### src/rtl/shmem_pkg.sv
package shmem_pkg;

	localparam int num_cores = 4;
	localparam int num_banks = 4;
	localparam int data_w = 16;
	localparam int word_w = 8; // word address inside one bank
	localparam int bank_w = 2;
	localparam int core_id_w = 2;
	localparam int addr_w = bank_w + word_w; // bank select sits on top

	localparam int bank_depth = 1 << word_w;
	localparam int mem_words = num_banks * bank_depth;

	typedef logic [data_w-1:0] data_t;
	typedef logic [word_w-1:0] word_addr_t;
	typedef logic [bank_w-1:0] bank_id_t;
	typedef logic [core_id_w-1:0] core_id_t;
	typedef logic [addr_w-1:0] addr_t;

	// core operation, held by the core until its ready bit
	typedef enum logic [1:0]
	{
		op_none = 2'b00,
		op_read = 2'b01,
		op_write = 2'b10
	} mem_op_e;

	typedef enum logic [1:0]
	{
		scan_idle,
		scan_run,
		scan_drain // last word still on its way out of the bank
	} scan_state_e;

	typedef struct packed
	{
		mem_op_e op;
		addr_t addr;
		data_t wdata;
	} core_req_t;

	typedef struct packed
	{
		logic rd;
		logic wr;
		word_addr_t addr;
		data_t wdata;
	} bank_cmd_t;

	// valid marks a bank read whose data comes back next cycle
	typedef struct packed
	{
		logic valid;
		logic is_scan;
		core_id_t core_id;
	} bank_grant_t;

	typedef struct packed
	{
		addr_t addr;
		data_t data;
	} scan_word_t;

endpackage

### src/rtl/response_router.sv
`timescale 1ns/1ps

module response_router
(
	input shmem_pkg::bank_grant_t grant [shmem_pkg::num_banks],
	input shmem_pkg::data_t bank_data [shmem_pkg::num_banks],
	input logic [shmem_pkg::num_cores-1:0] wr_ack,
	output logic [shmem_pkg::num_cores-1:0] ready,
	output shmem_pkg::data_t rdata [shmem_pkg::num_cores]
);

	logic [shmem_pkg::num_cores-1:0] rd_done;

	// a core reads from at most one bank at a time, so one match at most
	always_comb
	begin
		logic hit;
		for (int c = 0; c < shmem_pkg::num_cores; c++)
		begin
			rd_done[c] = 1'b0;
			rdata[c] = '0;
			for (int b = 0; b < shmem_pkg::num_banks; b++)
			begin
				hit = grant[b].valid && !grant[b].is_scan &&
					(grant[b].core_id == shmem_pkg::core_id_t'(c));
				if (hit)
				begin
					rd_done[c] = 1'b1;
					rdata[c] = bank_data[b];
				end
			end
		end
	end

	assign ready = rd_done | wr_ack; // writes finish in the grant cycle

endmodule

### config.mk
export PLATFORM = sky130hd
export DESIGN_NAME = response_router
export DESIGN_NICKNAME = d
export VERILOG_FILES = /design/src/rtl/shmem_pkg.sv /design/src/rtl/response_router.sv
export SDC_FILE = /design/constraint.sdc
export NUM_CORES = 1
export LEC_CHECK = 0
export ABC_AREA = 1
export BUFFER_PORTS_ARGS = -buffer_cell sky130_fd_sc_hd__buf_2
export CAP_MARGIN = 5
export CORE_ASPECT_RATIO = 1.2
export CORE_MARGIN = 1
export CORE_UTILIZATION = 45
export DETAILED_ROUTE_END_ITERATION = 10
export MAX_ROUTING_LAYER = met4
export PLACE_DENSITY = 0.82
export SETUP_SLACK_MARGIN = 0.5
export SLEW_MARGIN = 20
export SYNTH_ARGS = -nofsm -noshare
export SYNTH_HDL_FRONTEND = slang
export SYNTH_SLANG_ARGS = --single-unit
### constraint.sdc
create_clock -name vclk -period 1.7
set_input_delay 0.255 -clock vclk [all_inputs]
set_output_delay 0.255 -clock vclk [all_outputs]
set_load 0.02 [all_outputs]
==> impl_metrics.yaml, run 1 <==
outcome:
  status: "did not finish"
  haltStage: "global routing (5_1_grt)"
  error: "[ERROR DPL-0038] Utilization greater than 100%, impossible to legalize"
synth:
  synth.most_common_cell: "nand2_1"
  seq_area_frac_synth_pct: 0
  synth_top_area_cell: "nand2_1"
  avgSynthCellArea_sq_um: 4.38
  syn_inst: 732
  synth_common_cells: "nand2_1 (267), nand3_1 (144), inv_1 (141)"
  yosys-top-cells-area: "nand2_1 (31%), nand3_1 (23%), inv_1 (17%)"
  synth_top_area_share_pct: 31.3
  yosysUniqueCellTypes: 21
  ys_warn_count: 0
  syn_nets: 816
  synth_area_sq_mm: 0.00320
die:
  dieHeight_microns: 94.4
  rows: 33
  die_w_microns: 79.0
  ioPinCount: 152
  start_util_pct: 46.7
sta:
  worstEpCategory: "top-level output"
  crit_endpoint: "rdata[14]"
place:
  place_ws_ns: -0.0503
  gp_congestion: 0.942
  dp.cells: 987
  io_buffers: 152
  hpwlAfterDp_mm: 11.5
global_route:
  grt_max_degree: 34
clock_tree:
  cts_hold_buffers: 0
metrics by stage:
stage               utilization, %  area (sq um)
CTS                           86.0          5890
floorplan                        -          3910
detailed placement            72.6          4980
global placement              72.6          4980
repair_timing:
| action | CTS |
|---|---|
| setup buffers | 21 |
| gates cloned | 6 |
| resized for setup | 182 |
| pin swaps | 28 |
| setup endpoints to repair | 68 |
kinds of logic after synthesis:
logic type,share of synthesized area [%]
AND/OR/NAND/NOR,63.2
AO/OA/AOI/OAI,12.5
buffers and inverters,24.3
==> inputs of run 2 (changes only) <==
Settings changed: CORE_ASPECT_RATIO 1.2 to unset, CORE_UTILIZATION 45 to 30, MAX_ROUTING_LAYER met4 to unset, PLACE_DENSITY 0.82 to unset, PLACE_DENSITY_LB_ADDON set to 0.15, SETUP_SLACK_MARGIN 0.5 to unset.
==> run 2 against run 1 <==
Net effect: synthesized area unchanged; synthesized cell count unchanged; the run now ends clean.
==> impl_metrics.yaml, run 2 <==
layout:
  layout_common_cells: "nand2_1 (265), nand3_1 (141), inv_1 (140), buf_2 (138), buf_4 (52)"
  final_common_cell: "nand2_1"
  n_antenna_cell: 0
  multi_input_area_sq_mm: 0.00252
  seqCellArea_sq_um: 0
  utilization_pct: 45.8
  nets: 994
  fillers: 1243
  drive_gt1_share_pct: 28.2
  design.seq.count: 0
  area_growth_pct: 47.5
  nClkBuffers: 0
critical_path:
  cp-startpoint: "grant[5]"
  path_delay_family: "buffers and inverters"
  slowest_stage: "buf_6"
  startpoint_type: "input port"
  critPathKind: "in -> out"
  path_cells: "buf_2 > inv_1 > nor2_2 > nand2_2 > buf_6 > buf_4 > o21ai_1 > inv_1 > a21oi_2 > buf_4"
  required_ns: 1.44
  worst-path-max-fanout: 9
  cp.buffers_inverters: 6
  path_depth: 10
  cp.arrival_ns: 1.41
  cp-end-kind: "primary output"
  slowest_delay_ns: 0.15
sta:
  setup_viol: 0
  maxSlewHeadroom_pct: 80.7
  hold-worst-slack_ns: 0.833
  report.final.hold_viol_count: 0
  min_period_ns: 1.66
  fmax_mhz: 602
  setup_ws_ns: 0.0377
  worstMarginPinSlew_ns: 0.287
  finalCritPeriodShare_pct: 97.8
  rsz0062_at_grt: "yes"
  fin_tns_setup_ns: 0
  finalMaxSlewViolations: 0
route:
  drt_iter0_drc: 270
  drt-wirelength-per-cell_microns: 14.0
  wl_mm: 14.6
  via_per_inst: 4.82
  dr_total_vias: 5029
  ant_nets: 0
  first_pass_iters: 5
  drc_errors: 0
synth:
  yosys-top-cells-area: "nand2_1 (31%), nand3_1 (23%), inv_1 (17%)"
  synth_top_area_cell: "nand2_1"
  yosysUniqueCellTypes: 21
  synth_top_area_share_pct: 31.3
  ys_warn_count: 0
  avgSynthCellArea_sq_um: 4.38
  seq_area_frac_synth_pct: 0
  syn_nets: 816
  synth_area_sq_mm: 0.00320
  synth.most_common_cell: "nand2_1"
  synth_common_cells: "nand2_1 (267), nand3_1 (144), inv_1 (141)"
  syn_inst: 732
outcome:
  status: "complete, no violations"
hold_path:
  hold_depth: 4
  hold_start: "wr_ack[0]"
  hold_path.class: "in -> out"
place:
  hpwlAfterDp_mm: 11.3
  io_buffers: 152
  place_ws_ns: -0.00837
  gp_congestion: 0.884
die:
  rows: 37
  dieHeight_microns: 105
  ioPinCount: 152
  die_w_microns: 105
  start_util_pct: 31.0
  die_area_sq_mm: 0.0111
  core_area_sq_mm: 0.0103
global_route:
  grt_pass1_wl_mm: 22.8
  met2_usage_pct: 46.7
  grt_overflow: 0
  busiest_layer: "met2"
  grt_pass1_vias: 4497
  grt_max_degree: 34
  grtUsageTotal_pct: 25.7
  met1_usage_pct: 33.8
  grtUsageMet3_pct: 2.23
  antenna_found_initial: 1
pwr:
  p_leak_uw: 0.00295
  p_per_area_mw_per_mm2: 223
  irDropWorstVdd_mv: 0.0924
run:
  max_cap_violations: 0
clock_tree:
  cts_hold_buffers: 0
[run 2: cell counts after synthesis]
Identical to the previous run, type by type.
[run 2: cell families after synthesis]
kind of cell           synth area share [%]
buffers and inverters                  24.3
AND/OR/NAND/NOR                        63.2
AO/OA/AOI/OAI                          12.5
[run 2: cell type report]
class | count | share of cell area (%)
Tap cell | 136 | 3.60
Inverter | 148 | 11.9
Multi-Input combinational cell | 543 | 53.3
Timing Repair Buffer | 217 | 31.2
[run 2: through the flow]
stage                     std cells  power [uW]  area [sq um]
after floorplan                 732         535          3200
after global placement         1042        1000          4530
after detailed placement       1042         999          4530
after CTS                      1042        1010          4550
after global routing           1044        1150          4730
final                          1044        1050          4730
[run 2: timing repair]
| item | 4_1_cts | 5_1_grt |
|---|---|---|
| gates cloned | 0 | 0 |
| resized for setup | 4 | 53 |
| setup buffers | 0 | 2 |
| endpoints found under the setup margin | 3 | 53 |
| pin swaps | 0 | 3 |
| endpoints found under the hold margin | 0 | 0 |
[run 2: final timing paths]
path | to
setup / recovery | rdata[20]
hold / removal | ready[0]
[run 2: power by group]
group	switching (uW)	internal, uW
clock	0	0
sequential	0	0
combinational	658	397
[run 2: tightest hold or removal path, delay by kind of cell]
| family | cells | cell delay, ns |
|---|---|---|
| buffers and inverters | 2 | 0.24 |
| AND/OR/NAND/NOR | 2 | 0.09 |
[run 2: metal layers]
| metal | share of wire [%] | wire length, microns | vias up |
|---|---|---|---|
| met3 | 7.4 | 1080 | 14 |
| met5 | 0 | 0 | - |
| met1 | 44 | 6360 | 2211 |
| li1 | - | - | 2611 |
| met2 | 48 | 7040 | 193 |
| met4 | 0.95 | 139 | 0 |
(Power assumes the default switching activity.)
