==> src/rtl/shmem_pkg.sv <==
package shmem_pkg;

	localparam int num_cores = 4;
	localparam int num_banks = 4;
	localparam int data_w = 16;
	localparam int word_w = 8; // word address inside one bank
	localparam int bank_w = 2;
	localparam int core_id_w = 2;
	localparam int addr_w = bank_w + word_w; // bank select sits on top

	localparam int bank_depth = 1 << word_w;
	localparam int mem_words = num_banks * bank_depth;

	typedef logic [data_w-1:0] data_t;
	typedef logic [word_w-1:0] word_addr_t;
	typedef logic [bank_w-1:0] bank_id_t;
	typedef logic [core_id_w-1:0] core_id_t;
	typedef logic [addr_w-1:0] addr_t;

	// core operation, held by the core until its ready bit
	typedef enum logic [1:0]
	{
		op_none = 2'b00,
		op_read = 2'b01,
		op_write = 2'b10
	} mem_op_e;

	typedef enum logic [1:0]
	{
		scan_idle,
		scan_run,
		scan_drain // last word still on its way out of the bank
	} scan_state_e;

	typedef struct packed
	{
		mem_op_e op;
		addr_t addr;
		data_t wdata;
	} core_req_t;

	typedef struct packed
	{
		logic rd;
		logic wr;
		word_addr_t addr;
		data_t wdata;
	} bank_cmd_t;

	// valid marks a bank read whose data comes back next cycle
	typedef struct packed
	{
		logic valid;
		logic is_scan;
		core_id_t core_id;
	} bank_grant_t;

	typedef struct packed
	{
		addr_t addr;
		data_t data;
	} scan_word_t;

endpackage

==> src/rtl/scan_reader.sv <==
`timescale 1ns/1ps

module scan_reader
(
	input logic clk,
	input logic reset,
	input logic scan_start,
	input logic scan_blank,
	output logic req_valid,
	output shmem_pkg::addr_t req_addr,
	input shmem_pkg::data_t bank_data [shmem_pkg::num_banks],
	output shmem_pkg::scan_word_t scan_out,
	output logic scan_valid,
	output logic scan_done
);

	localparam shmem_pkg::addr_t last_addr = shmem_pkg::addr_t'(shmem_pkg::mem_words - 1);

	shmem_pkg::scan_state_e state;
	shmem_pkg::addr_t addr_cnt;
	shmem_pkg::addr_t prev_addr; // address whose data the banks return this cycle

	assign req_valid = (state == shmem_pkg::scan_run) && scan_blank;
	assign req_addr = addr_cnt;
	assign scan_done = (state == shmem_pkg::scan_idle);

	always_comb
	begin
		scan_out.addr = prev_addr;
		scan_out.data = bank_data[prev_addr[shmem_pkg::addr_w-1:shmem_pkg::word_w]];
	end

	always_ff @(posedge clk)
	begin
		if (reset)
		begin
			state <= shmem_pkg::scan_idle;
			addr_cnt <= '0;
			scan_valid <= 1'b0;
		end
		else
		begin
			scan_valid <= req_valid;
			case (state)
				shmem_pkg::scan_idle:
				begin
					if (scan_start)
					begin
						state <= shmem_pkg::scan_run;
						addr_cnt <= '0;
					end
				end
				shmem_pkg::scan_run:
				begin
					// blanking low freezes the walk
					if (scan_blank)
					begin
						addr_cnt <= addr_cnt + shmem_pkg::addr_t'(1);
						if (addr_cnt == last_addr)
							state <= shmem_pkg::scan_drain;
					end
				end
				shmem_pkg::scan_drain:
					state <= shmem_pkg::scan_idle; // last word is on scan_out now
				default:
					state <= shmem_pkg::scan_idle;
			endcase
		end
	end

	always_ff @(posedge clk)
	begin
		if (req_valid)
			prev_addr <= req_addr;
	end

endmodule

==> config.mk <==
export PLATFORM = sky130hd
export DESIGN_NAME = scan_reader
export DESIGN_NICKNAME = d
export VERILOG_FILES = /design/src/rtl/shmem_pkg.sv /design/src/rtl/scan_reader.sv
export SDC_FILE = /design/constraint.sdc
export NUM_CORES = 1
export LEC_CHECK = 0
export BUFFER_PORTS_ARGS = -buffer_cell sky130_fd_sc_hd__buf_2
export CAP_MARGIN = 10
export CORE_MARGIN = 3
export CORE_UTILIZATION = 39
export DETAILED_ROUTE_END_ITERATION = 10
export PLACE_DENSITY = 0.8
export SLEW_MARGIN = 10
export SYNTH_ARGS = -nofsm -noshare
export SYNTH_HDL_FRONTEND = slang
export SYNTH_SLANG_ARGS = --single-unit
==> constraint.sdc <==
create_clock -name clk -period 1.7 [get_ports clk]
set_input_delay 0.085 -clock clk [delete_from_list [all_inputs] [get_ports clk]]
set_output_delay 0.085 -clock clk [all_outputs]
set_load 0.01 [all_outputs]
---- Yosys cells after proc, flatten, opt, wreduce, memory -nomap -nowiden ----
Index checks and enable logic that the tools add are counted.
word-level totals
  register bits ........................... 23
  output and inout bits ................... 39
operators by class
  add/subtract/negate cells ............... 1
  $lt $le $gt $ge ......................... 1
  equality and inequality tests ........... 5
  mux-type cells .......................... 10
  bitwise operators ....................... 1
  reductions and logical operators ........ 5
operators with widths
  cell                                                                   number
  16-bit binary-select mux with 2-bit select                             1
  16-bit two-way mux                                                     2
  10-bit two-way mux                                                     2
  10-bit case mux with 2 select lines                                    1
  10-bit by 1-bit adder with 10-bit output, second input constant        1
  10-bit equality test, second input constant                            1
  2-bit two-way mux                                                      3
  3-bit AND reduction                                                    2
  2-bit != test, second input constant                                   2
  2-bit case mux with 2 select lines                                     1
  3-bit >= comparator, second input constant                             1
  2-bit NOT with 3-bit output                                            1
  2-bit by 1-bit equality test with 1-bit output, second input constant  1
  2-bit zero test                                                        1
  2-bit by 1-bit != test with 1-bit output, second input constant        1
  2-bit nonzero test                                                     1
  1-bit logical AND                                                      1

---- Depth between registers and ports, before layout ----
Gate-level depths: netlist of run 1.
  depth after elaboration ................. 4
  gate-level depth with buffers ........... 4

---- Worst setup path after synthesis of run 1 ----
Ideal clock, no wire load.
  path type ............................... register -> output
  from .................................... reg prev_addr[8]
  to ...................................... out scan_out[10] (netlist name)
  arrival ................................. 1498 ps
  data required time ...................... 1615 ps
  slack ................................... 117 ps
  cell stages (with the launch flop) ...... 4
  path buffers ............................ 2
  cells stage by stage .................... edfxtp_1 buf_2 buf_2 mux4_2
RTL lines
  what                    line               RTL
  start, declared         scan_reader.sv:21  shmem_pkg::addr_t prev_addr;
  start signal, assigned  scan_reader.sv:74  prev_addr <= req_addr;
  end, declared           scan_reader.sv:12  output shmem_pkg::scan_word_t scan_out,

==> results of run 1 <==
cell families after synthesis:
group / count (synthesis) / share of synthesized area, %
AOI/OAI and AO/OA: 17 / 7.29
buffers and inverters: 9 / 3.04
and+or+nand+nor: 31 / 18.6
adders and majority gates: 1 / 0.922
muxes: 19 / 28.8
DFF: 23 / 41.3
metrics by stage:
stage	total power [mW]	TNS, ns	hold WS (ns)
6_report	1.17	0	0.0435
5_1_grt	1.23	-0.550	0.0314
4_1_cts	1.16	0	0.0350
3_5_place_dp	0.909	0	0.375
3_3_place_gp	0.900	0	0.361
2_1_floorplan	0.760	0	0.263
flip-flops by register name (all words and copies together) (netlist names):
signal	cells
prev_addr	10
req_addr	10
state	2
scan_valid	1
layer usage:
metal / vias up / share of wire, % / global-route usage (%)
met1: 624 / 34 / 19.6
met2: 71 / 52 / 35.2
met4: 0 / 1.2 / 5.54
met5: - / 0 / 0
li1: 630 / - / -
met3: 9 / 12 / 5.89
synthesized netlist by cell type, types with 3 or more instances:
library cell	count	area, sq um
a21oi_1	8	40.0
buf_2	3	15.0
dfxtp_1	13	260
edfxtp_1	10	300
mux2i_1	3	30.0
mux4_2	16	360
nand3_1	3	15.0
nor2b_1	3	18.8
o31ai_1	5	37.5
or3b_2	3	26.3
or4_1	5	37.5
area by class of cell:
cell class	count	share of cell area, %
repair buffers	110	30.7
multi-input cells	68	37.2
flip-flops and latches	23	27.6
inverters	2	0.369
well taps	44	2.71
clock inverters	1	0.369
clock buffers	3	1.11
how the worst max path moves through the flow:
stage | endpoint | cells past startpoint | slack, ns
2_1_floorplan | scan_out[10] | 3 | 0.12
3_3_place_gp | req_addr[8] | 4 | 0.20
3_5_place_dp | req_addr[6] | 4 | 0.15
4_1_cts | scan_out[2] | 3 | 0.0006
5_1_grt | scan_out[2] | 3 | -0.05
6_report | scan_out[2] | 3 | 0.03
repair_timing:
action,CTS,global route
resized for setup,1,8
cloned,0,0
setup endpoints to repair,1,16
power groups by stage:
| stage | Sequential (mW) | Combinational (mW) | Clock (mW) |
|---|---|---|---|
| finish | 0.600 | 0.318 | 0.250 |
| global route | 0.603 | 0.341 | 0.287 |
| CTS | 0.601 | 0.297 | 0.263 |
| detailed placement | 0.613 | 0.296 | 0 |
| global placement | 0.612 | 0.288 | 0 |
| floorplan | 0.621 | 0.139 | 0 |
==> impl_metrics.csv, run 1 <==
group,metric,value,unit
cells_and_area,fillers,280,
power_and_ir_drop,switching_share,25.9,%
routing,wire_per_inst,16.3,um
clock_network,post_cts_buffers,0,
worst_setup_path,cpLargestDelayFamily,"multiplexers",
floorplanning,pin_count,107,
timing,setup_slack,0.0255,ns
grt,grt_overflow,0,
cells_and_area,mostFrequentLayoutCell,"buf_2",
logic_synthesis,synthCells,100,
clock_network,clk_latency,0.31,ns
timing,tightest_slew,0.370,ns
cells_and_area,area_growth,49.8,%
timing,layout_worst_path_cycle_share,98.5,%
routing,drt_first_pass_iters,4,
worst_setup_path,slowest_delay,0.52,ns
floorplanning,dieWidth,65.0,um
clock_network,cts_max_path_buffers,2,
worst_setup_path,reg2reg_depth,4,
power_and_ir_drop,p_leak,0.938,nW
timing,setup_viol_count_final,0,
worst_setup_path,r2r-end,"req_addr[6]",
routing,antenna_left,0,
min_path,hold_end,"req_addr[0]",
cells_and_area,ff_latch_area,561,sq um
logic_synthesis,async_flop_share,0,%
cells_and_area,multi_input_area,756,sq um
clock_network,cts_sinks,23,
timing,skew,0.00871,ns
logic_synthesis,ys.flop_type,"dfxtp_1",
worst_setup_path,path_buf_inv,2,
grt,grt_use_total,18.7,%
worst_setup_path,crit_required,1.62,ns
clock_network,cts-htree-levels,1,
floorplanning,core-area,3180,sq um
floorplanning,fp-row-count,20,
min_path,holdCritPathClass,"primary input to flop",
placed_design,gp_congestion,0.792,
placed_design,dpl.hpwl,3380,um
cells_and_area,final_cell_mix,"buf_2, mux4_2, dfxtp_1",
worst_setup_path,crit_path_max_fanout,17,
power_and_ir_drop,p_int,866,uW
cells_and_area,design_area,2030,sq um
worst_setup_path,crit_path_end_kind,"primary output",
logic_synthesis,synth_cell_type_count,33,
power_and_ir_drop,switchingPower,302,uW
clock_network,cts_tree,"done",
cells_and_area,num_antenna_cells,0,
cells_and_area,nets,277,
min_path,hp-start,"reset",
routing,wirelength,4080,um
cells_and_area,post-route-util,63.9,%
worst_setup_path,r2r-start,"req_addr[1]",
worst_setup_path,cp-start-kind,"flop",
grt,antenna_found_initial,0,
min_path,hold_depth,2,
run,drv_cap,0,
clock_network,clk_pin_slew,0.12,ns
clock_network,cts_buffers,3,
floorplanning,dieArea,4220,sq um
timing,finalHoldViolations,0,
timing,finalCriticalPeriod,1.67,ns
timing,slew-limit-headroom,75.3,%
worst_setup_path,rrSetupSlack,0.14,ns
logic_synthesis,synth.net_count,169,
grt,grt_max_degree,18,
logic_synthesis,seq_area_frac_synth,41.3,%
clock_network,root_buffer,"clkbuf_4",
cells_and_area,drive_gt1_share,66.7,%
placed_design,post-place-ws,0.153,ns
logic_synthesis,syn_area,1360,sq um
logic_synthesis,avgSynthCellArea,13.6,sq um
placed_design,dp.cells,247,
routing,avgViaCountPerCell,5.31,
worst_setup_path,worstSetupPathType,"flop to primary output",
power_and_ir_drop,power_frac_seq,51.4,%
outcome,status,"complete, no violations",
power_and_ir_drop,combPwrFrac,27.2,%
placed_design,io_buffers,106,
routing,drt_iter0_drc,51,
logic_synthesis,synth-edff-count,10,
power_and_ir_drop,vdd_ir_drop_max,0.411,mV
power_and_ir_drop,power_frac_clock,21.4,%
worst_setup_path,crit_slowest_cell,"mux4_2",
worst_setup_path,worstPathCellList,"buf_12 -> mux4_2 -> buf_2",
logic_synthesis,ys_ff_latch,23,
placed_design,dpl_cell_area,1950,sq um
timing,clock.fmax,0.597,GHz
power_and_ir_drop,pwr_density_cell,575,nW/um^2
worst_setup_path,crit_path_start,"prev_addr[8]",
floorplanning,die_height,65.0,um
logic_synthesis,yosysWarnings,0,
grt,grt_pass1_wl,6070,um
cells_and_area,finalNonFillerCells,251,
routing,drc_errors,0,
floorplanning,initial_core_util,42.7,%
timing,rsz0062_at_grt,"yes",
timing,slew_violations,0,
routing,num_vias,1334,
worst_setup_path,critical_path_arrival,1.59,ns
clock_network,postCtsHoldBufs,0,
grt,first_global_vias,1269,
Note: power is estimated with default switching activity, not from simulation.
==> run 2, diff against run 1 <==
Settings changed: ABC_AREA set to 1, PLACE_DENSITY 0.8 to 0.79.
==> run 2 against run 1 <==
Combinational power is 11% lower. Via count is 29% higher. Wire length is 5.1% higher. Final area is 0.86% lower. Maximum frequency is 7.5% higher. Core utilization is 1.0 points lower. Synthesized cell count is 94% higher. Die area is 1.6% higher.
==> impl_metrics.csv, run 2 <==
group,metric,value,unit
min_path,hp-start,"scan_start",
power_and_ir_drop,pwr_density_cell,567,nW/um^2
clock_network,clk_latency,0.31,ns
grt,grt_overflow,0,
worst_setup_path,crit_path_start,"prev_addr[8]",
logic_synthesis,synth_top_family_by_area,"simple AND/OR/NAND/NOR gates",
floorplanning,die_height,65.5,um
placed_design,gp_congestion,0.798,
timing,finalCriticalPeriod,1.56,ns
logic_synthesis,synthAdderAreaFrac,0.907,%
min_path,hold_depth,3,
cells_and_area,design_area,2010,sq um
placed_design,dp.cells,340,
logic_synthesis,synth_top_area_share,21.8,%
logic_synthesis,yosys-top-cells-area,"edfxtp_1, dfxtp_1, o21ai_0",
clock_network,cts-htree-levels,1,
worst_setup_path,crit_path_end_kind,"primary output",
routing,drt_first_pass_iters,4,
worst_setup_path,cp-start-kind,"flop",
outcome,status,"complete, no violations",
grt,first_global_vias,1563,
power_and_ir_drop,p_leak,0.958,nW
worst_setup_path,crit_path_max_fanout,11,
clock_network,cts_max_path_buffers,2,
logic_synthesis,seq_area_frac_synth,40.6,%
placed_design,dpl_cell_area,1960,sq um
worst_setup_path,critical_path_arrival,1.47,ns
timing,finalSetupTns,0,ns
floorplanning,dieWidth,65.5,um
floorplanning,dieArea,4290,sq um
logic_synthesis,ys.flop_type,"dfxtp_1",
routing,wire_per_inst,12.4,um
clock_network,cts_sinks,23,
grt,grt_use_total,19.4,%
timing,setup_slack,0.142,ns
placed_design,io_buffers,106,
cells_and_area,nets,371,
floorplanning,pin_count,107,
routing,wirelength,4290,um
clock_network,cts_buffers,3,
logic_synthesis,avgSynthCellArea,7.11,sq um
worst_setup_path,r2r-end,"req_addr[8]",
cells_and_area,final_cell_mix,"buf_2, nor2_1, o21ai_0",
clock_network,root_buffer,"clkbuf_4",
placed_design,post-place-ws,0.401,ns
worst_setup_path,r2r-start,"req_addr[0]",
timing,skew,0.00649,ns
power_and_ir_drop,vdd_ir_drop_max,0.485,mV
timing,slew_violations,0,
floorplanning,fp-row-count,20,
clock_network,post_cts_buffers,0,
timing,hold_slack,0.0735,ns
logic_synthesis,synth-edff-count,10,
cells_and_area,drive_gt1_share,42.5,%
logic_synthesis,synth_compound_area_share,24.0,%
clock_network,clk_pin_slew,0.13,ns
worst_setup_path,reg2reg_depth,6,
timing,slew-limit-headroom,74.2,%
logic_synthesis,yosysWarnings,0,
min_path,holdCritPathClass,"primary input to flop",
logic_synthesis,synth.most_common_cell,"nor2_1",
routing,drt_iter0_drc,113,
routing,drc_errors,0,
logic_synthesis,synth-xor-area-share,0,%
power_and_ir_drop,power,1.14,mW
grt,grt_pass1_wl,6700,um
logic_synthesis,syn_area,1380,sq um
clock_network,cts_tree,"done",
logic_synthesis,synth.net_count,263,
logic_synthesis,synth_cell_type_count,26,
placed_design,dpl.hpwl,3450,um
logic_synthesis,synth-simple-area-share,26.8,%
logic_synthesis,async_flop_share,0,%
cells_and_area,finalNonFillerCells,345,
routing,antenna_left,0,
logic_synthesis,synthTopCellsByCount,"nor2_1, o21ai_0, inv_1, nand2_1, o22ai_1",
logic_synthesis,synth_top_area_cell,"edfxtp_1",
cells_and_area,post-route-util,62.9,%
floorplanning,initial_core_util,43.1,%
min_path,hold_end,"state[0]",
logic_synthesis,synthCells,194,
cells_and_area,area_growth,46.0,%
timing,rsz0062_at_grt,"no",
floorplanning,core-area,3200,sq um
timing,finalHoldViolations,0,
cells_and_area,mostFrequentLayoutCell,"buf_2",
worst_setup_path,crit_required,1.62,ns
logic_synthesis,ys_ff_latch,23,
routing,num_vias,1726,
routing,avgViaCountPerCell,5.00,
worst_setup_path,rrSetupSlack,0.35,ns
timing,setup_viol_count_final,0,
cells_and_area,num_antenna_cells,0,
timing,tightest_slew,0.387,ns
timing,clock.fmax,0.642,GHz
grt,antenna_found_initial,0,
run,drv_cap,0,
timing,layout_worst_path_cycle_share,91.6,%
grt,grt_max_degree,34,
worst_setup_path,worstSetupPathType,"flop to primary output",
logic_synthesis,synthMuxAreaShare,0,%
==> run 2: changes by cell type after synthesis, sizes merged, moves of 4 or more <==
| cell | previous run | this run |
|---|---|---|
| nor2 | 1 | 50 |
| o21ai | 3 | 37 |
| nand2 | 1 | 21 |
| inv | 2 | 19 |
| mux4 | 16 | 0 |
| o22ai | 1 | 16 |
| clkbuf | 2 | 7 |
| o31ai | 5 | 0 |
| or4 | 5 | 0 |
| buf | 5 | 1 |
==> run 2: area by class of cell <==
class | count | area, sq um
clock inverters | 1 | 7.51
flip-flops and latches | 23 | 561
well taps | 44 | 55.1
repair buffers | 111 | 574
inverters | 19 | 80.1
clock buffers | 3 | 22.5
multi-input cells | 144 | 714
fillers | 322 | 1190
==> run 2: metal layers <==
layer | wire [um] | vias up | global-route usage [%] | share of wire, %
met2 | 2180 | 64 | 37.4 | 51
li1 | - | 879 | - | -
met1 | 1660 | 777 | 20.4 | 39
met3 | 406 | 6 | 4.79 | 9.5
met5 | 0 | - | 0 | 0
met4 | 44 | 0 | 5.44 | 1.0
==> run 2: report_power, final <==
part / switching (mW) / internal [mW]
clock network: 0.166 / 0.0897
registers: 0.0125 / 0.593
logic: 0.147 / 0.135
total: 0.326 / 0.817
==> run 2: kinds of logic after synthesis <==
kind of cell | Yosys count
simple gates | 82
compound gates | 61
buf+inv | 27
flops | 23
fa+ha+maj | 1
==> run 2: timing repair <==
action / in CTS / in global routing
setup endpoints to repair: 0 / 13
gates resized for setup: 0 / 4
hold buffers: 1 / 0
hold endpoints to repair: 3 / 0
==> run 2: worst max-delay path: stages, from the launching register on <==
cell and delay (ns):
edfxtp_1 0.46, inv_4 0.13, buf_4 0.17, o21ai_0 0.08, o22ai_1 0.16, buf_2 0.16
==> run 2: worst max-delay path by stage <==
stage | end | slack [ns] | cells after the start
finish | scan_out[15] | 0.14 | 5
global route | scan_out[15] | 0.02 | 5
CTS | scan_out[15] | 0.04 | 5
detailed placement | scan_out[15] | 0.40 | 5
global placement | req_addr[8] | 0.43 | 6
floorplan | scan_out[10] | 0.42 | 4
