`src/rtl/shmem_pkg.sv`:
```
package shmem_pkg;

	localparam int num_cores = 4;
	localparam int num_banks = 4;
	localparam int data_w = 16;
	localparam int word_w = 8; // word address inside one bank
	localparam int bank_w = 2;
	localparam int core_id_w = 2;
	localparam int addr_w = bank_w + word_w; // bank select sits on top

	localparam int bank_depth = 1 << word_w;
	localparam int mem_words = num_banks * bank_depth;

	typedef logic [data_w-1:0] data_t;
	typedef logic [word_w-1:0] word_addr_t;
	typedef logic [bank_w-1:0] bank_id_t;
	typedef logic [core_id_w-1:0] core_id_t;
	typedef logic [addr_w-1:0] addr_t;

	// core operation, held by the core until its ready bit
	typedef enum logic [1:0]
	{
		op_none = 2'b00,
		op_read = 2'b01,
		op_write = 2'b10
	} mem_op_e;

	typedef enum logic [1:0]
	{
		scan_idle,
		scan_run,
		scan_drain // last word still on its way out of the bank
	} scan_state_e;

	typedef struct packed
	{
		mem_op_e op;
		addr_t addr;
		data_t wdata;
	} core_req_t;

	typedef struct packed
	{
		logic rd;
		logic wr;
		word_addr_t addr;
		data_t wdata;
	} bank_cmd_t;

	// valid marks a bank read whose data comes back next cycle
	typedef struct packed
	{
		logic valid;
		logic is_scan;
		core_id_t core_id;
	} bank_grant_t;

	typedef struct packed
	{
		addr_t addr;
		data_t data;
	} scan_word_t;

endpackage

```
`src/rtl/rr_core_finder.sv`:
```
`timescale 1ns/1ps

module rr_core_finder
(
	input logic [shmem_pkg::num_cores-1:0] mask,
	input shmem_pkg::core_id_t last,
	output shmem_pkg::core_id_t next,
	output logic none
);

	// search starts one past last and wraps, last itself comes at the end
	always_comb
	begin
		shmem_pkg::core_id_t idx;
		next = last;
		none = 1'b1;
		for (int i = 1; i <= shmem_pkg::num_cores; i++)
		begin
			idx = last + shmem_pkg::core_id_t'(i);
			if (none && mask[idx])
			begin
				next = idx;
				none = 1'b0;
			end
		end
	end

endmodule

```
`src/rtl/bank_arbiter.sv`:
```
`timescale 1ns/1ps

module bank_arbiter
(
	input logic clk,
	input logic reset,
	input shmem_pkg::core_req_t req [shmem_pkg::num_cores],
	input logic scan_req_valid,
	input shmem_pkg::addr_t scan_req_addr,
	output shmem_pkg::bank_cmd_t bank_cmd [shmem_pkg::num_banks],
	output shmem_pkg::bank_grant_t grant [shmem_pkg::num_banks],
	output logic [shmem_pkg::num_cores-1:0] wr_ack
);

	logic [shmem_pkg::num_cores-1:0] mask [shmem_pkg::num_banks];
	shmem_pkg::core_id_t last_core [shmem_pkg::num_banks];
	shmem_pkg::core_id_t next_core [shmem_pkg::num_banks];
	logic [shmem_pkg::num_banks-1:0] none_found;
	logic [shmem_pkg::num_banks-1:0] scan_hit;
	logic [shmem_pkg::num_banks-1:0] core_win;
	logic [shmem_pkg::num_cores-1:0] rd_issue;
	logic [shmem_pkg::num_cores-1:0] in_flight; // read granted last cycle, data due now
	shmem_pkg::bank_grant_t grant_d [shmem_pkg::num_banks];

	always_comb
	begin
		shmem_pkg::bank_id_t req_bank;
		for (int b = 0; b < shmem_pkg::num_banks; b++)
		begin
			for (int c = 0; c < shmem_pkg::num_cores; c++)
			begin
				req_bank = req[c].addr[shmem_pkg::addr_w-1:shmem_pkg::word_w];
				mask[b][c] = (req[c].op != shmem_pkg::op_none) &&
					(req_bank == shmem_pkg::bank_id_t'(b)) && !in_flight[c];
			end
		end
	end

	for (genvar b = 0; b < shmem_pkg::num_banks; b++)
	begin : g_finder
		rr_core_finder u_rr_core_finder
		(
			.mask(mask[b]),
			.last(last_core[b]),
			.next(next_core[b]),
			.none(none_found[b])
		);
	end

	always_comb
	begin
		shmem_pkg::core_req_t sel;
		logic sel_rd;
		logic sel_wr;
		wr_ack = '0;
		rd_issue = '0;
		for (int b = 0; b < shmem_pkg::num_banks; b++)
		begin
			sel = req[next_core[b]];
			scan_hit[b] = scan_req_valid &&
				(scan_req_addr[shmem_pkg::addr_w-1:shmem_pkg::word_w] == shmem_pkg::bank_id_t'(b));
			core_win[b] = !scan_hit[b] && !none_found[b]; // scan owns its bank outright
			sel_rd = core_win[b] && (sel.op == shmem_pkg::op_read);
			sel_wr = core_win[b] && (sel.op == shmem_pkg::op_write);

			bank_cmd[b].rd = scan_hit[b] || sel_rd;
			bank_cmd[b].wr = sel_wr;
			bank_cmd[b].addr = scan_hit[b] ? scan_req_addr[shmem_pkg::word_w-1:0]
				: sel.addr[shmem_pkg::word_w-1:0];
			bank_cmd[b].wdata = sel.wdata;

			grant_d[b].valid = scan_hit[b] || sel_rd;
			grant_d[b].is_scan = scan_hit[b];
			grant_d[b].core_id = next_core[b];

			if (sel_wr)
				wr_ack[next_core[b]] = 1'b1;
			if (sel_rd)
				rd_issue[next_core[b]] = 1'b1;
		end
	end

	always_ff @(posedge clk)
	begin
		if (reset)
		begin
			in_flight <= '0;
			for (int b = 0; b < shmem_pkg::num_banks; b++)
			begin
				grant[b] <= '0;
				last_core[b] <= '0;
			end
		end
		else
		begin
			in_flight <= rd_issue;
			for (int b = 0; b < shmem_pkg::num_banks; b++)
			begin
				grant[b] <= grant_d[b];
				if (core_win[b])
					last_core[b] <= next_core[b]; // scan cycles leave the pointer alone
			end
		end
	end

endmodule

```
`config.mk`:
```
export PLATFORM = sky130hd
export DESIGN_NAME = bank_arbiter
export DESIGN_NICKNAME = d
export VERILOG_FILES = /design/src/rtl/shmem_pkg.sv /design/src/rtl/rr_core_finder.sv /design/src/rtl/bank_arbiter.sv
export SDC_FILE = /design/constraint.sdc
export NUM_CORES = 1
export LEC_CHECK = 0
export BUFFER_PORTS_ARGS = -buffer_cell sky130_fd_sc_hd__buf_2
export CORE_MARGIN = 2
export CORE_UTILIZATION = 49
export CTS_BUF_LIST = sky130_fd_sc_hd__clkbuf_16
export CTS_CLUSTER_SIZE = 40
export DETAILED_ROUTE_END_ITERATION = 12
export GPL_TIMING_DRIVEN = 0
export PLACE_DENSITY = 0.82
export SYNTH_ARGS = -nofsm -noshare
export SYNTH_HDL_FRONTEND = slang
export SYNTH_SLANG_ARGS = --single-unit
```
`constraint.sdc`:
```
create_clock -name clk -period 2.9 [get_ports clk]
set_input_delay 0.145 -clock clk [delete_from_list [all_inputs] [get_ports clk]]
set_output_delay 0.145 -clock clk [all_outputs]
set_load 0.01 [all_outputs]
```
* Yosys cells after proc, flatten, opt, wreduce, memory -nomap -nowiden *
Memories as Yosys holds them, arrays and structs flattened.
Cells that the tools add are included.

word-level totals
  flip-flop bits (word level) = 20
  bits in writable memories = 8
  logic and storage cells = 294
  memories = 1
  input port bits = 125

memories
  memory     words  width  read ports  clocked after memory_dff  wr ports  line                text
  last_core  4      2      4           0                         4         bank_arbiter.sv:16  shmem_pkg::core_id_t last_core [shmem_pkg::num_banks];

cells by class
  $lt $le $gt $ge = 28
  equal/unequal tests = 23
  $add $sub $neg = 12
  reduce and logical (&&, ||, !) cells = 89
  bitwise operators = 14
  multiplexer cells = 114

operator list
  kind                 number
  $bmux 28 s2          4
  $mux 28              8
  $logic_and 1x1->1    64
  $lt 2x3->1 const B   20
  $mux 1               50
  $mux 2               20
  $bmux 1 s2           16
  $mux 4               8
  $mux 8               4
  $eq 2x2->1 const B   14
  $or 4x4->4           6
  $eq 2x1->1 const B   9
  $add 2x2->2 const B  8
  $ge 3x3->1 const B   4
  $logic_not 1->1      12
  $not 2->3            4
  $logic_not 2->1      5
  $add 2x1->2 const B  4
  $demux 1 s2          4
  $ge 2x1->1 const B   4
  $reduce_bool 2->1    4
  $logic_or 1x1->1     4
  $or 1x1->1           4

* Longest topological paths before layout *
Gate-level depths: netlist of the first run.

  word-level depth = 25
  depth in mapped cells = 13
  gate-level depth less buffers = 8

* Modules after synthesis *
From an unflattened synthesis of the first run, not the netlist that was laid out.

second synthesis, totals
  cell total of the unflattened synthesis = 453
  area total of the unflattened synthesis = 4728.3 µm²

by module, submodules not included
  module          times used  area each (µm²)  cells each
  bank_arbiter    1           4458.0           409
  rr_core_finder  4           67.6             11

* Worst setup path after synthesis of the first run *
OpenSTA, ideal clock, no wires.

  kind = register to output
  from = register in_flight[0] (netlist name)
  to = output port bank_cmd[100] (netlist name)
  data required time = 2.755 ns
  buffers on the path = 1
  stages on the path, launching flop included = 9
  path slack = 0.602 ns
  arrival time = 2.153 ns
  path through = dfxtp_1 > o21bai_1 > nor3_1 > o22ai_1 > a221oi_4 > buf_4 > mux2_2 > o21ai_0 > o21ai_0

RTL lines
  element                 line                text
  from (decl)             bank_arbiter.sv:22  logic [shmem_pkg::num_cores-1:0] in_flight;
  from (signal assigned)  bank_arbiter.sv:96  in_flight <= rd_issue;
  to (decl)               bank_arbiter.sv:10  output shmem_pkg::bank_cmd_t bank_cmd [shmem_pkg::num_banks],

* Worst setup path after layout of the first run *
  from = register in_flight[1] (netlist name)
  to = output port wr_ack[1] (netlist name)

between the ends
  cells in the longest elaborated chain, start to end = 24

RTL lines
  element                       line                  text
  $logic_not 1->1 *             bank_arbiter.sv:34    (req_bank == shmem_pkg::bank_id_t'(b)) && !in_flight[c];
  $logic_and 1x1->1             bank_arbiter.sv:34
  $bmux 1 s2                    rr_core_finder.sv:20  if (none && mask[idx])
  $mux 1 (not written as such)  rr_core_finder.sv:20
  $mux 1                        rr_core_finder.sv:20
  $logic_and 1x1->1             rr_core_finder.sv:20
  $mux 1                        rr_core_finder.sv:20
  $logic_and 1x1->1             rr_core_finder.sv:20
  (+8 left out)                 --
  $logic_and 1x1->1             bank_arbiter.sv:64    sel_wr = core_win[b] && (sel.op == shmem_pkg::op_write);
  $mux 4                        bank_arbiter.sv:76    if (sel_wr)
  $or 4x4->4 (no line)          --
  $mux 4                        bank_arbiter.sv:76
  $or 4x4->4 (no line)          --
  $mux 4                        bank_arbiter.sv:76
  $or 4x4->4 (no line)          --
  $mux 4 *                      bank_arbiter.sv:76
  to (decl)                     bank_arbiter.sv:12    output logic [shmem_pkg::num_cores-1:0] wr_ack

Every way passes the cells marked *; elsewhere a longest branch is shown, timed or not. The select of a mux whose other input is x is not followed.

==> Flow_metrics.wiki, run 1 <==
{| class="wikitable"
! Metric !! Value
|-
| Highest metal layer with signal wires || met4
|-
| Top cell type's share of synthesized area || ~14%
|-
| Pin count of the biggest net entering global routing || 17
|-
| Number of max-cap violations || 0
|-
| Width of the die || about 110 µm
|-
| TritonCTS Sinks || 28
|-
| Crit. End Element || output port
|-
| Detail Placement HPWL || about 18000 µm
|-
| Worst hold slack || between 0.1 and 0.15 ns
|-
| CTS tree || built
|-
| Max stage delay cell, worst path || or4_4
|-
| # port buffers || ~240
|-
| Minimum setup slack in the final design || -0.0736 ns
|-
| Unrepaired setup endpoints after global routing || yes
|-
| Number of iterations in the first detailed-routing pass || 9
|-
| Number of nets with antenna violations after routing || 0
|-
| Number of nets in the layout || around 1200
|-
| Required time of the critical path || around 2.8 ns
|-
| R2R Path End || in_flight[3]
|-
| Clock-pin slew on the worst setup and hold paths || roughly 0.080 ns
|-
| Netlist cell types || 68
|-
| Number of max-slew violations in the final report || 0
|-
| Met2 wire length || 11800 µm
|-
| Most common cell after layout, fill and taps aside || buf_2
|-
| Number of cells on the worst hold path || 2
|-
| Critical Path Start || in_flight[1]
|-
| Layout overhead on the synthesized area || 36.5%
|-
| Area contributors post-synth || mux2i_1 14%, mux2_2 12%, nand2_1 10%
|-
| Reg-to-reg startpoint || in_flight[1]
|-
| Final setup fails || 5
|-
| Crit path time final || between 2 and 3 ns
|-
| Residual DRC || 0
|-
| Failing checks || negative setup slack
|-
| Sequential cell area fraction in the yosys report || a little under an eighth
|-
| Cts bufs inserted || 3
|-
| Peak supply drop || about 0.0004 V
|-
| Flip-flop and latch count after synthesis || 28
|-
| Worst-skew pair later-pin latency || between 0.2 and 0.3 ns
|-
| Cell count along the critical path || 10
|-
| Hold path start || scan_req_addr[9]
|-
| Average size of a mapped cell || 6.85 µm²
|-
| Largest fanout on the critical path || 7
|-
| Critical path class || reg -> out
|-
| Worst reg-to-reg setup slack || between 0.4 and 0.5 ns
|-
| Number of DRC markers after the initial detailed-route iteration || 1218
|-
| Avg WL per Cell || 20.7 µm
|-
| Synth Instances || 810
|-
| N_diodes || 0
|-
| Vias in the first global route || roughly 6800
|-
| Number of enable-type register cells in the synthesized netlist || 8
|-
| Area of all placed cells without fillers || 0.00757 mm²
|-
| Ordered list of cells on the worst path || o21bai_2 > or4_4 > o22ai_2 > a221oi_4 > buf_4 > or2_2 > o22ai_1 > nor2b_1 > a221o_1 > buf_2
|-
| Utilization after layout || about 69%
|-
| Fraction of registers with async set or reset after synthesis || 0%
|-
| Fraction of final layout cells sized beyond drive strength 1 || just over 40%
|-
| Via-per-instance ratio || roughly 6.5
|-
| Vert. Die Dim || between 100 and 150 µm
|-
| Status || complete, but fails checks
|-
| Global-route wire length before repair || roughly 37000 µm
|-
| CTS H-tree depth || 1
|-
| GRT Residual Overflow || 0
|-
| Final total power || 0.00447 W
|-
| Critical Path AT || about 2.8 ns
|-
| Fin Clk Skew || ~0.011 ns
|-
| Cell taking the most area after synthesis || mux2i_1
|-
| Leakage power || 3.63 nW
|-
| Std-Cell Core Area || 0.0109 mm²
|-
| Depth of the most critical reg-to-reg path || 8
|-
| Gpl congestion || between 0.9 and 1
|-
| Critical path buffer and inverter count || 2
|-
| Detailed-route via count || roughly 7900
|-
| Relative slew slack || 25.8%
|-
| Syn_nets || 935
|-
| Die Footprint || around 0.012 mm²
|-
| Antenna violations before repair || 1
|-
| Count of filler cells inserted in the layout || slightly below 1000
|-
| M1 WL || a little over 9000 µm
|-
| CP peak stage delay || 0.48 ns
|-
| Count of pins on the block boundary || 249
|-
| CP top delay family || simple AND/OR/NAND/NOR gates
|-
| Length of routed met3 wiring || just under 3000 µm
|-
| Post-synthesis cell area || about 0.0055 mm²
|-
| Dominant synthesized flop cell || dfxtp_1
|-
| Final Hold Fails || 0
|-
| Power Density || approximately 600 mW/mm²
|-
| Total track usage || 36.2%
|-
| Fmax achieved || 336 MHz
|-
| Bufs on Longest Clock Path || 2
|-
| Initial Utilization || about half
|-
| Final period util || 103%
|-
| Synthesis warning total || 0
|-
| Total Wirelength || 25200 µm
|-
| Rows || 38
|-
| Commonest non-fill, non-tap cells in the layout || 254 x buf_2, 151 x nand2_1, 77 x mux2i_1
|-
| Root buffer cell || clkbuf_16
|-
| Path category of the worst min-delay check || in -> reg
|-
| Measured slew at the worst slew-check pin || ~1.1 ns
|-
| Startpoint Class || flip-flop
|-
| Worst setup path endpoint || wr_ack[1]
|-
| Cell area reported after detailed placement || between 0.006 and 0.007 mm²
|}
## cell usage after synthesis, drive strengths merged (4+ instances only)
cell	instances
mux2i	78
buf	38
and2	18
o21bai	4
clkbuf	34
and3	17
mux2	61
nand3	16
nand2	152
o21ba	4
a32oi	4
edfxtp	8
or3	5
a222oi	5
nor2	75
o22ai	4
a221oi	8
o21ai	53
nand4b	4
nand3b	4
nand2b	12
inv	10
nor2b	10
nor3	18
a21o	4
nor3b	6
a211oi	18
dfxtp	20
a21oi	38
a31oi	39
## routing by layer
metal  GRT usage, %  vias to the layer above
met5              0                        -
met4           14.4                        0
met3           4.12                      139
met2           60.4                      690
met1           47.6                     3592
li1               -                     3501
## state kept, by name (all words and copies together) (netlist names)
register / flops
grant: 16
last_core: 8
in_flight: 4
## stage by stage
step	std cells	TNS [ns]	worst slack, ns
global placement	1193	-2.50	-0.220
detailed placement	1193	-2.95	-0.231
CTS	1202	0	0.00432
floorplan	810	0	0.602
global route	1216	-0.793	-0.0965
finish	1216	-0.182	-0.0736
## worst register-to-register path, delay by kind of cell (launching register included)
family,cells,cell delay [ns]
flip-flops,1,0.31
buffers and inverters,2,0.43
AO/OA/AOI/OAI,4,0.78
multiplexers,1,0.34
AND/OR/NAND/NOR,1,0.48
## repair_timing
item,4_1_cts,5_1_grt
setup endpoints to repair,103,99
setup buffers,5,16
gates resized for setup,51,74
pin swaps,7,18
hold buffers,0,0
## kinds of logic (layout without fill, tap and decap cells)
family | count (synthesis) | in the layout | synth area share, %
AOI/OAI and AO/OA | 214 | 214 | 25.6
buffers and inverters | 83 | 349 | 7.40
DFF | 28 | 28 | 11.5
muxes | 139 | 139 | 26.5
and+or+nand+nor | 346 | 346 | 28.9
## area by class of cell
class | instances | area [µm²] | share of cell area [%]
buffer | 70 | 472 | 6.23
clock buffer | 3 | 75.1 | 0.991
clock inverter | 1 | 30.0 | 0.396
inverter | 11 | 42.5 | 0.562
multi-input combinational | 699 | 4750 | 62.7
sequential | 28 | 642 | 8.47
tap | 140 | 175 | 2.31
timing repair buffer | 264 | 1390 | 18.3
## power by group
part	internal [W]	switching (W)	total [W]
sequential	0.000457	0.0000416	0.000499
clock	0.000275	0.000138	0.000413
combinational	0.00150	0.00206	0.00356
total	0.00223	0.00224	0.00447
## worst min-delay path by stage
| stage | end | slack, ns |
|---|---|---|
| 3_5_place_dp | grant[14] | 0.39 |
| 6_report | grant[10] | 0.10 |
| 5_1_grt | grant[14] | 0.13 |
| 4_1_cts | grant[10] | 0.11 |
| 2_1_floorplan | grant[14] | 0.22 |
| 3_3_place_gp | grant[10] | 0.37 |
(Power assumes the default switching activity.)
==> run 2: changes to the inputs <==
--- a/config.mk
+++ b/config.mk
@@ -7,12 +7,14 @@
 export LEC_CHECK = 0
 export BUFFER_PORTS_ARGS = -buffer_cell sky130_fd_sc_hd__buf_2
 export CORE_MARGIN = 2
-export CORE_UTILIZATION = 49
+export CORE_UTILIZATION = 47
 export CTS_BUF_LIST = sky130_fd_sc_hd__clkbuf_16
 export CTS_CLUSTER_SIZE = 40
 export DETAILED_ROUTE_END_ITERATION = 12
 export GPL_TIMING_DRIVEN = 0
+export HOLD_SLACK_MARGIN = 0.15
 export PLACE_DENSITY = 0.82
 export SYNTH_ARGS = -nofsm -noshare
 export SYNTH_HDL_FRONTEND = slang
+export SYNTH_HIERARCHICAL = 1
 export SYNTH_SLANG_ARGS = --single-unit
==> Flow_metrics.wiki, run 2 <==
{| class="wikitable"
! Metric !! Value
|-
| Status || complete, no violations
|-
| Area of all placed cells without fillers || about 0.0065 mm²
|-
| Commonest non-fill, non-tap cells in the layout || 254 x buf_2, 101 x mux4_2, 87 x nand2_1
|-
| Path category of the worst min-delay check || in -> reg
|-
| CTS H-tree depth || 1
|-
| Commonest cells in the synthesized netlist || 101 x mux4_2, 87 x nand2_1, 23 x nor2_1
|-
| Syn_nets || slightly below 600
|-
| Fraction of registers with async set or reset after synthesis || 0%
|-
| Cell area reported after detailed placement || approximately 0.0061 mm²
|-
| Cell taking the most area after synthesis || mux4_2
|-
| Cts bufs inserted || 3
|-
| Initial Utilization || just under 50%
|-
| Avg WL per Cell || 22.6 µm
|-
| Post-synthesis cell area || 0.00473 mm²
|-
| Fin Clk Skew || slightly above 0.005 ns
|-
| Startpoint Class || flip-flop
|-
| Crit. End Element || output port
|-
| Unrepaired setup endpoints after global routing || yes
|-
| Vias in the first global route || about 5300
|-
| Dominant synthesized flop cell || dfxtp_1
|-
| Share of total power in combinational logic || between 70 and 80%
|-
| Residual DRC || 0
|-
| Antenna violations before repair || 3
|-
| Leakage power || roughly 2.8 nW
|-
| Number of iterations in the first detailed-routing pass || 7
|-
| Sw frac || 44.0%
|-
| Worst-skew pair later-pin latency || between 0.2 and 0.3 ns
|-
| Synth Instances || around 450
|-
| Fmax achieved || 345 MHz
|-
| Total track usage || roughly a third
|-
| Number of max-slew violations in the final report || 0
|-
| Global-route wire length before repair || roughly 29000 µm
|-
| Netlist cell types || 47
|-
| Vert. Die Dim || about 100 µm
|-
| Sequential cell area fraction in the yosys report || a little over an eighth
|-
| Largest fanout on the critical path || 5
|-
| Pin count of the biggest net entering global routing || 16
|-
| Most flops, register || grant
|-
| Count of pins on the block boundary || about 250
|-
| TritonCTS Sinks || 28
|-
| Via-per-instance ratio || ~6.5
|-
| Number of nets in the layout || between 800 and 900
|-
| Number of DRC markers after the initial detailed-route iteration || between 600 and 700
|-
| Critical path class || reg -> out
|-
| Most common cell after layout, fill and taps aside || buf_2
|-
| Std-Cell Core Area || between 0.009 and 0.01 mm²
|-
| Total Wirelength || around 19000 µm
|-
| Crit path time final || 2.90 ns
|-
| Peak supply drop || ~0.00024 V
|-
| Number of enable-type register cells in the synthesized netlist || 8
|-
| Measured slew at the worst slew-check pin || between 1 and 1.5 ns
|-
| Largest registers || grant (16), last_core (8), in_flight (4)
|-
| Reg power frac || between 10% and 20%
|-
| Critical Path AT || 2.75 ns
|-
| Root buffer cell || clkbuf_16
|-
| Detail Placement HPWL || roughly 15000 µm
|-
| Number of flip-flops in the largest register || 16
|-
| Number of max-cap violations || 0
|-
| Detailed-route via count || 5511
|-
| Final setup fails || 0
|-
| Power Density || roughly 520 mW/mm²
|-
| Number of nets with antenna violations after routing || 0
|-
| Layout overhead on the synthesized area || 38.1%
|-
| Clock power share || a little under a tenth
|-
| Top cell type's share of synthesized area || about half
|-
| # port buffers || about 240
|-
| Clock-pin slew on the worst setup and hold paths || about 0.070 ns
|-
| Fraction of final layout cells sized beyond drive strength 1 || a little over 60%
|-
| GRT Residual Overflow || 0
|-
| Rows || 36
|-
| Most frequently used cell type in the post-synthesis netlist || mux4_2
|-
| Average size of a mapped cell || about 10 µm²
|-
| Final period util || between 90 and 100%
|-
| Bufs on Longest Clock Path || 2
|-
| Required time of the critical path || roughly 2.8 ns
|-
| Switching power of the nets || roughly 0.0015 W
|-
| Flip-flop and latch count after synthesis || 28
|-
| Setup slack at placement || -0.381 ns
|-
| CTS tree || built
|-
| Width of the die || between 100 and 150 µm
|-
| Die Footprint || approximately 0.011 mm²
|-
| Final Hold Fails || 0
|-
| Minimum setup slack in the final design || 0.00458 ns
|-
| Internal Pwr Total || around 0.0019 W
|-
| Synthesis warning total || 6
|-
| Relative slew slack || between 10% and 20%
|-
| Gpl congestion || around 1
|-
| Worst hold slack || roughly 0.26 ns
|-
| Area contributors post-synth || mux4_2 48%, dfxtp_1 8.5%, nand2_1 6.9%
|}
==> run 2: changes by cell type after synthesis, sizes merged, moves of 32 or more <==
cell / previous run / this run
nor2: 75 / 23
mux2i: 78 / 8
o21ai: 53 / 3
a31oi: 39 / 7
mux4: 0 / 102
nand2: 152 / 87
mux2: 61 / 10
==> run 2: routing by layer <==
layer  routed length [µm]  track usage (%)  up-vias
li1                     -                -     2331
met1                 6640             42.6     2715
met2                 9840             57.5      406
met3                 1990             5.20       59
met4                  667             13.2        0
met5                    0                0        -
==> run 2: cells by family (layout without fill, tap and decap cells) <==
kind of cell | count (synthesis) | count (layout) | share of synthesized area, %
AND/OR/NAND/NOR | 216 | 216 | 23.5
AO/OA/AOI/OAI | 36 | 36 | 5.03
buffers and inverters | 53 | 311 | 5.21
multiplexers | 120 | 120 | 52.7
flip-flops | 28 | 28 | 13.5
other | 0 | 3 | 0
==> run 2: through the flow <==
| step | util (%) | TNS, ns | std cells | power, W |
|---|---|---|---|---|
| after floorplan | - | 0 | 453 | 0.00204 |
| after global placement | 62.6 | -8.13 | 830 | 0.00285 |
| after detailed placement | 62.6 | -12.39 | 830 | 0.00289 |
| after CTS | 65.0 | 0 | 837 | 0.00328 |
| after global routing | 66.8 | -0.341 | 847 | 0.00355 |
| final | 66.8 | 0 | 847 | 0.00337 |
==> run 2: repair_timing <==
action	CTS	global route
hold buffers	0	0
endpoints found under the setup margin	96	70
resized for setup	44	36
setup buffers	3	7
pin swaps	3	6
==> run 2: power groups by stage <==
stage	Clock [W]	Combinational, W	Sequential [W]
after floorplan	0	0.00154	0.000492
after CTS	0.000320	0.00248	0.000478
after detailed placement	0	0.00240	0.000487
final	0.000315	0.00258	0.000480
after global routing	0.000339	0.00272	0.000484
after global placement	0	0.00237	0.000483
==> run 2: cell type report <==
type	count	area, µm²
tap	133	166
timing repair buffer	254	1300
multi-input combinational	372	4010
buffer	47	303
antenna	3	7.51
sequential	28	642
inverter	6	22.5
clock buffer	3	75.1
clock inverter	1	3.75
fill	837	3250
==> run 2: worst paths after layout <==
kind	endpoint	slack (ns)	cells after the start	start
worst max-delay path	wr_ack[1]	0.005	11	in_flight[0]
worst min-delay path	in_flight[3]	0.26	3	req[27]
worst max register to register	in_flight[1]	0.16	10	in_flight[1]
worst min register to register	last_core[0][0]	1.09	4	last_core[0][0]
==> run 2: worst max-delay path: stages (launching register included) <==
cell,delay (ns)
dfxtp_1,0.31
nor2_1,0.16
and3_4,0.23
nand2_1,0.05
a32oi_1,0.23
o31ai_2,0.11
buf_6,0.15
mux4_2,0.43
inv_1,0.05
or4_1,0.49
nand4_1,0.12
buf_2,0.15
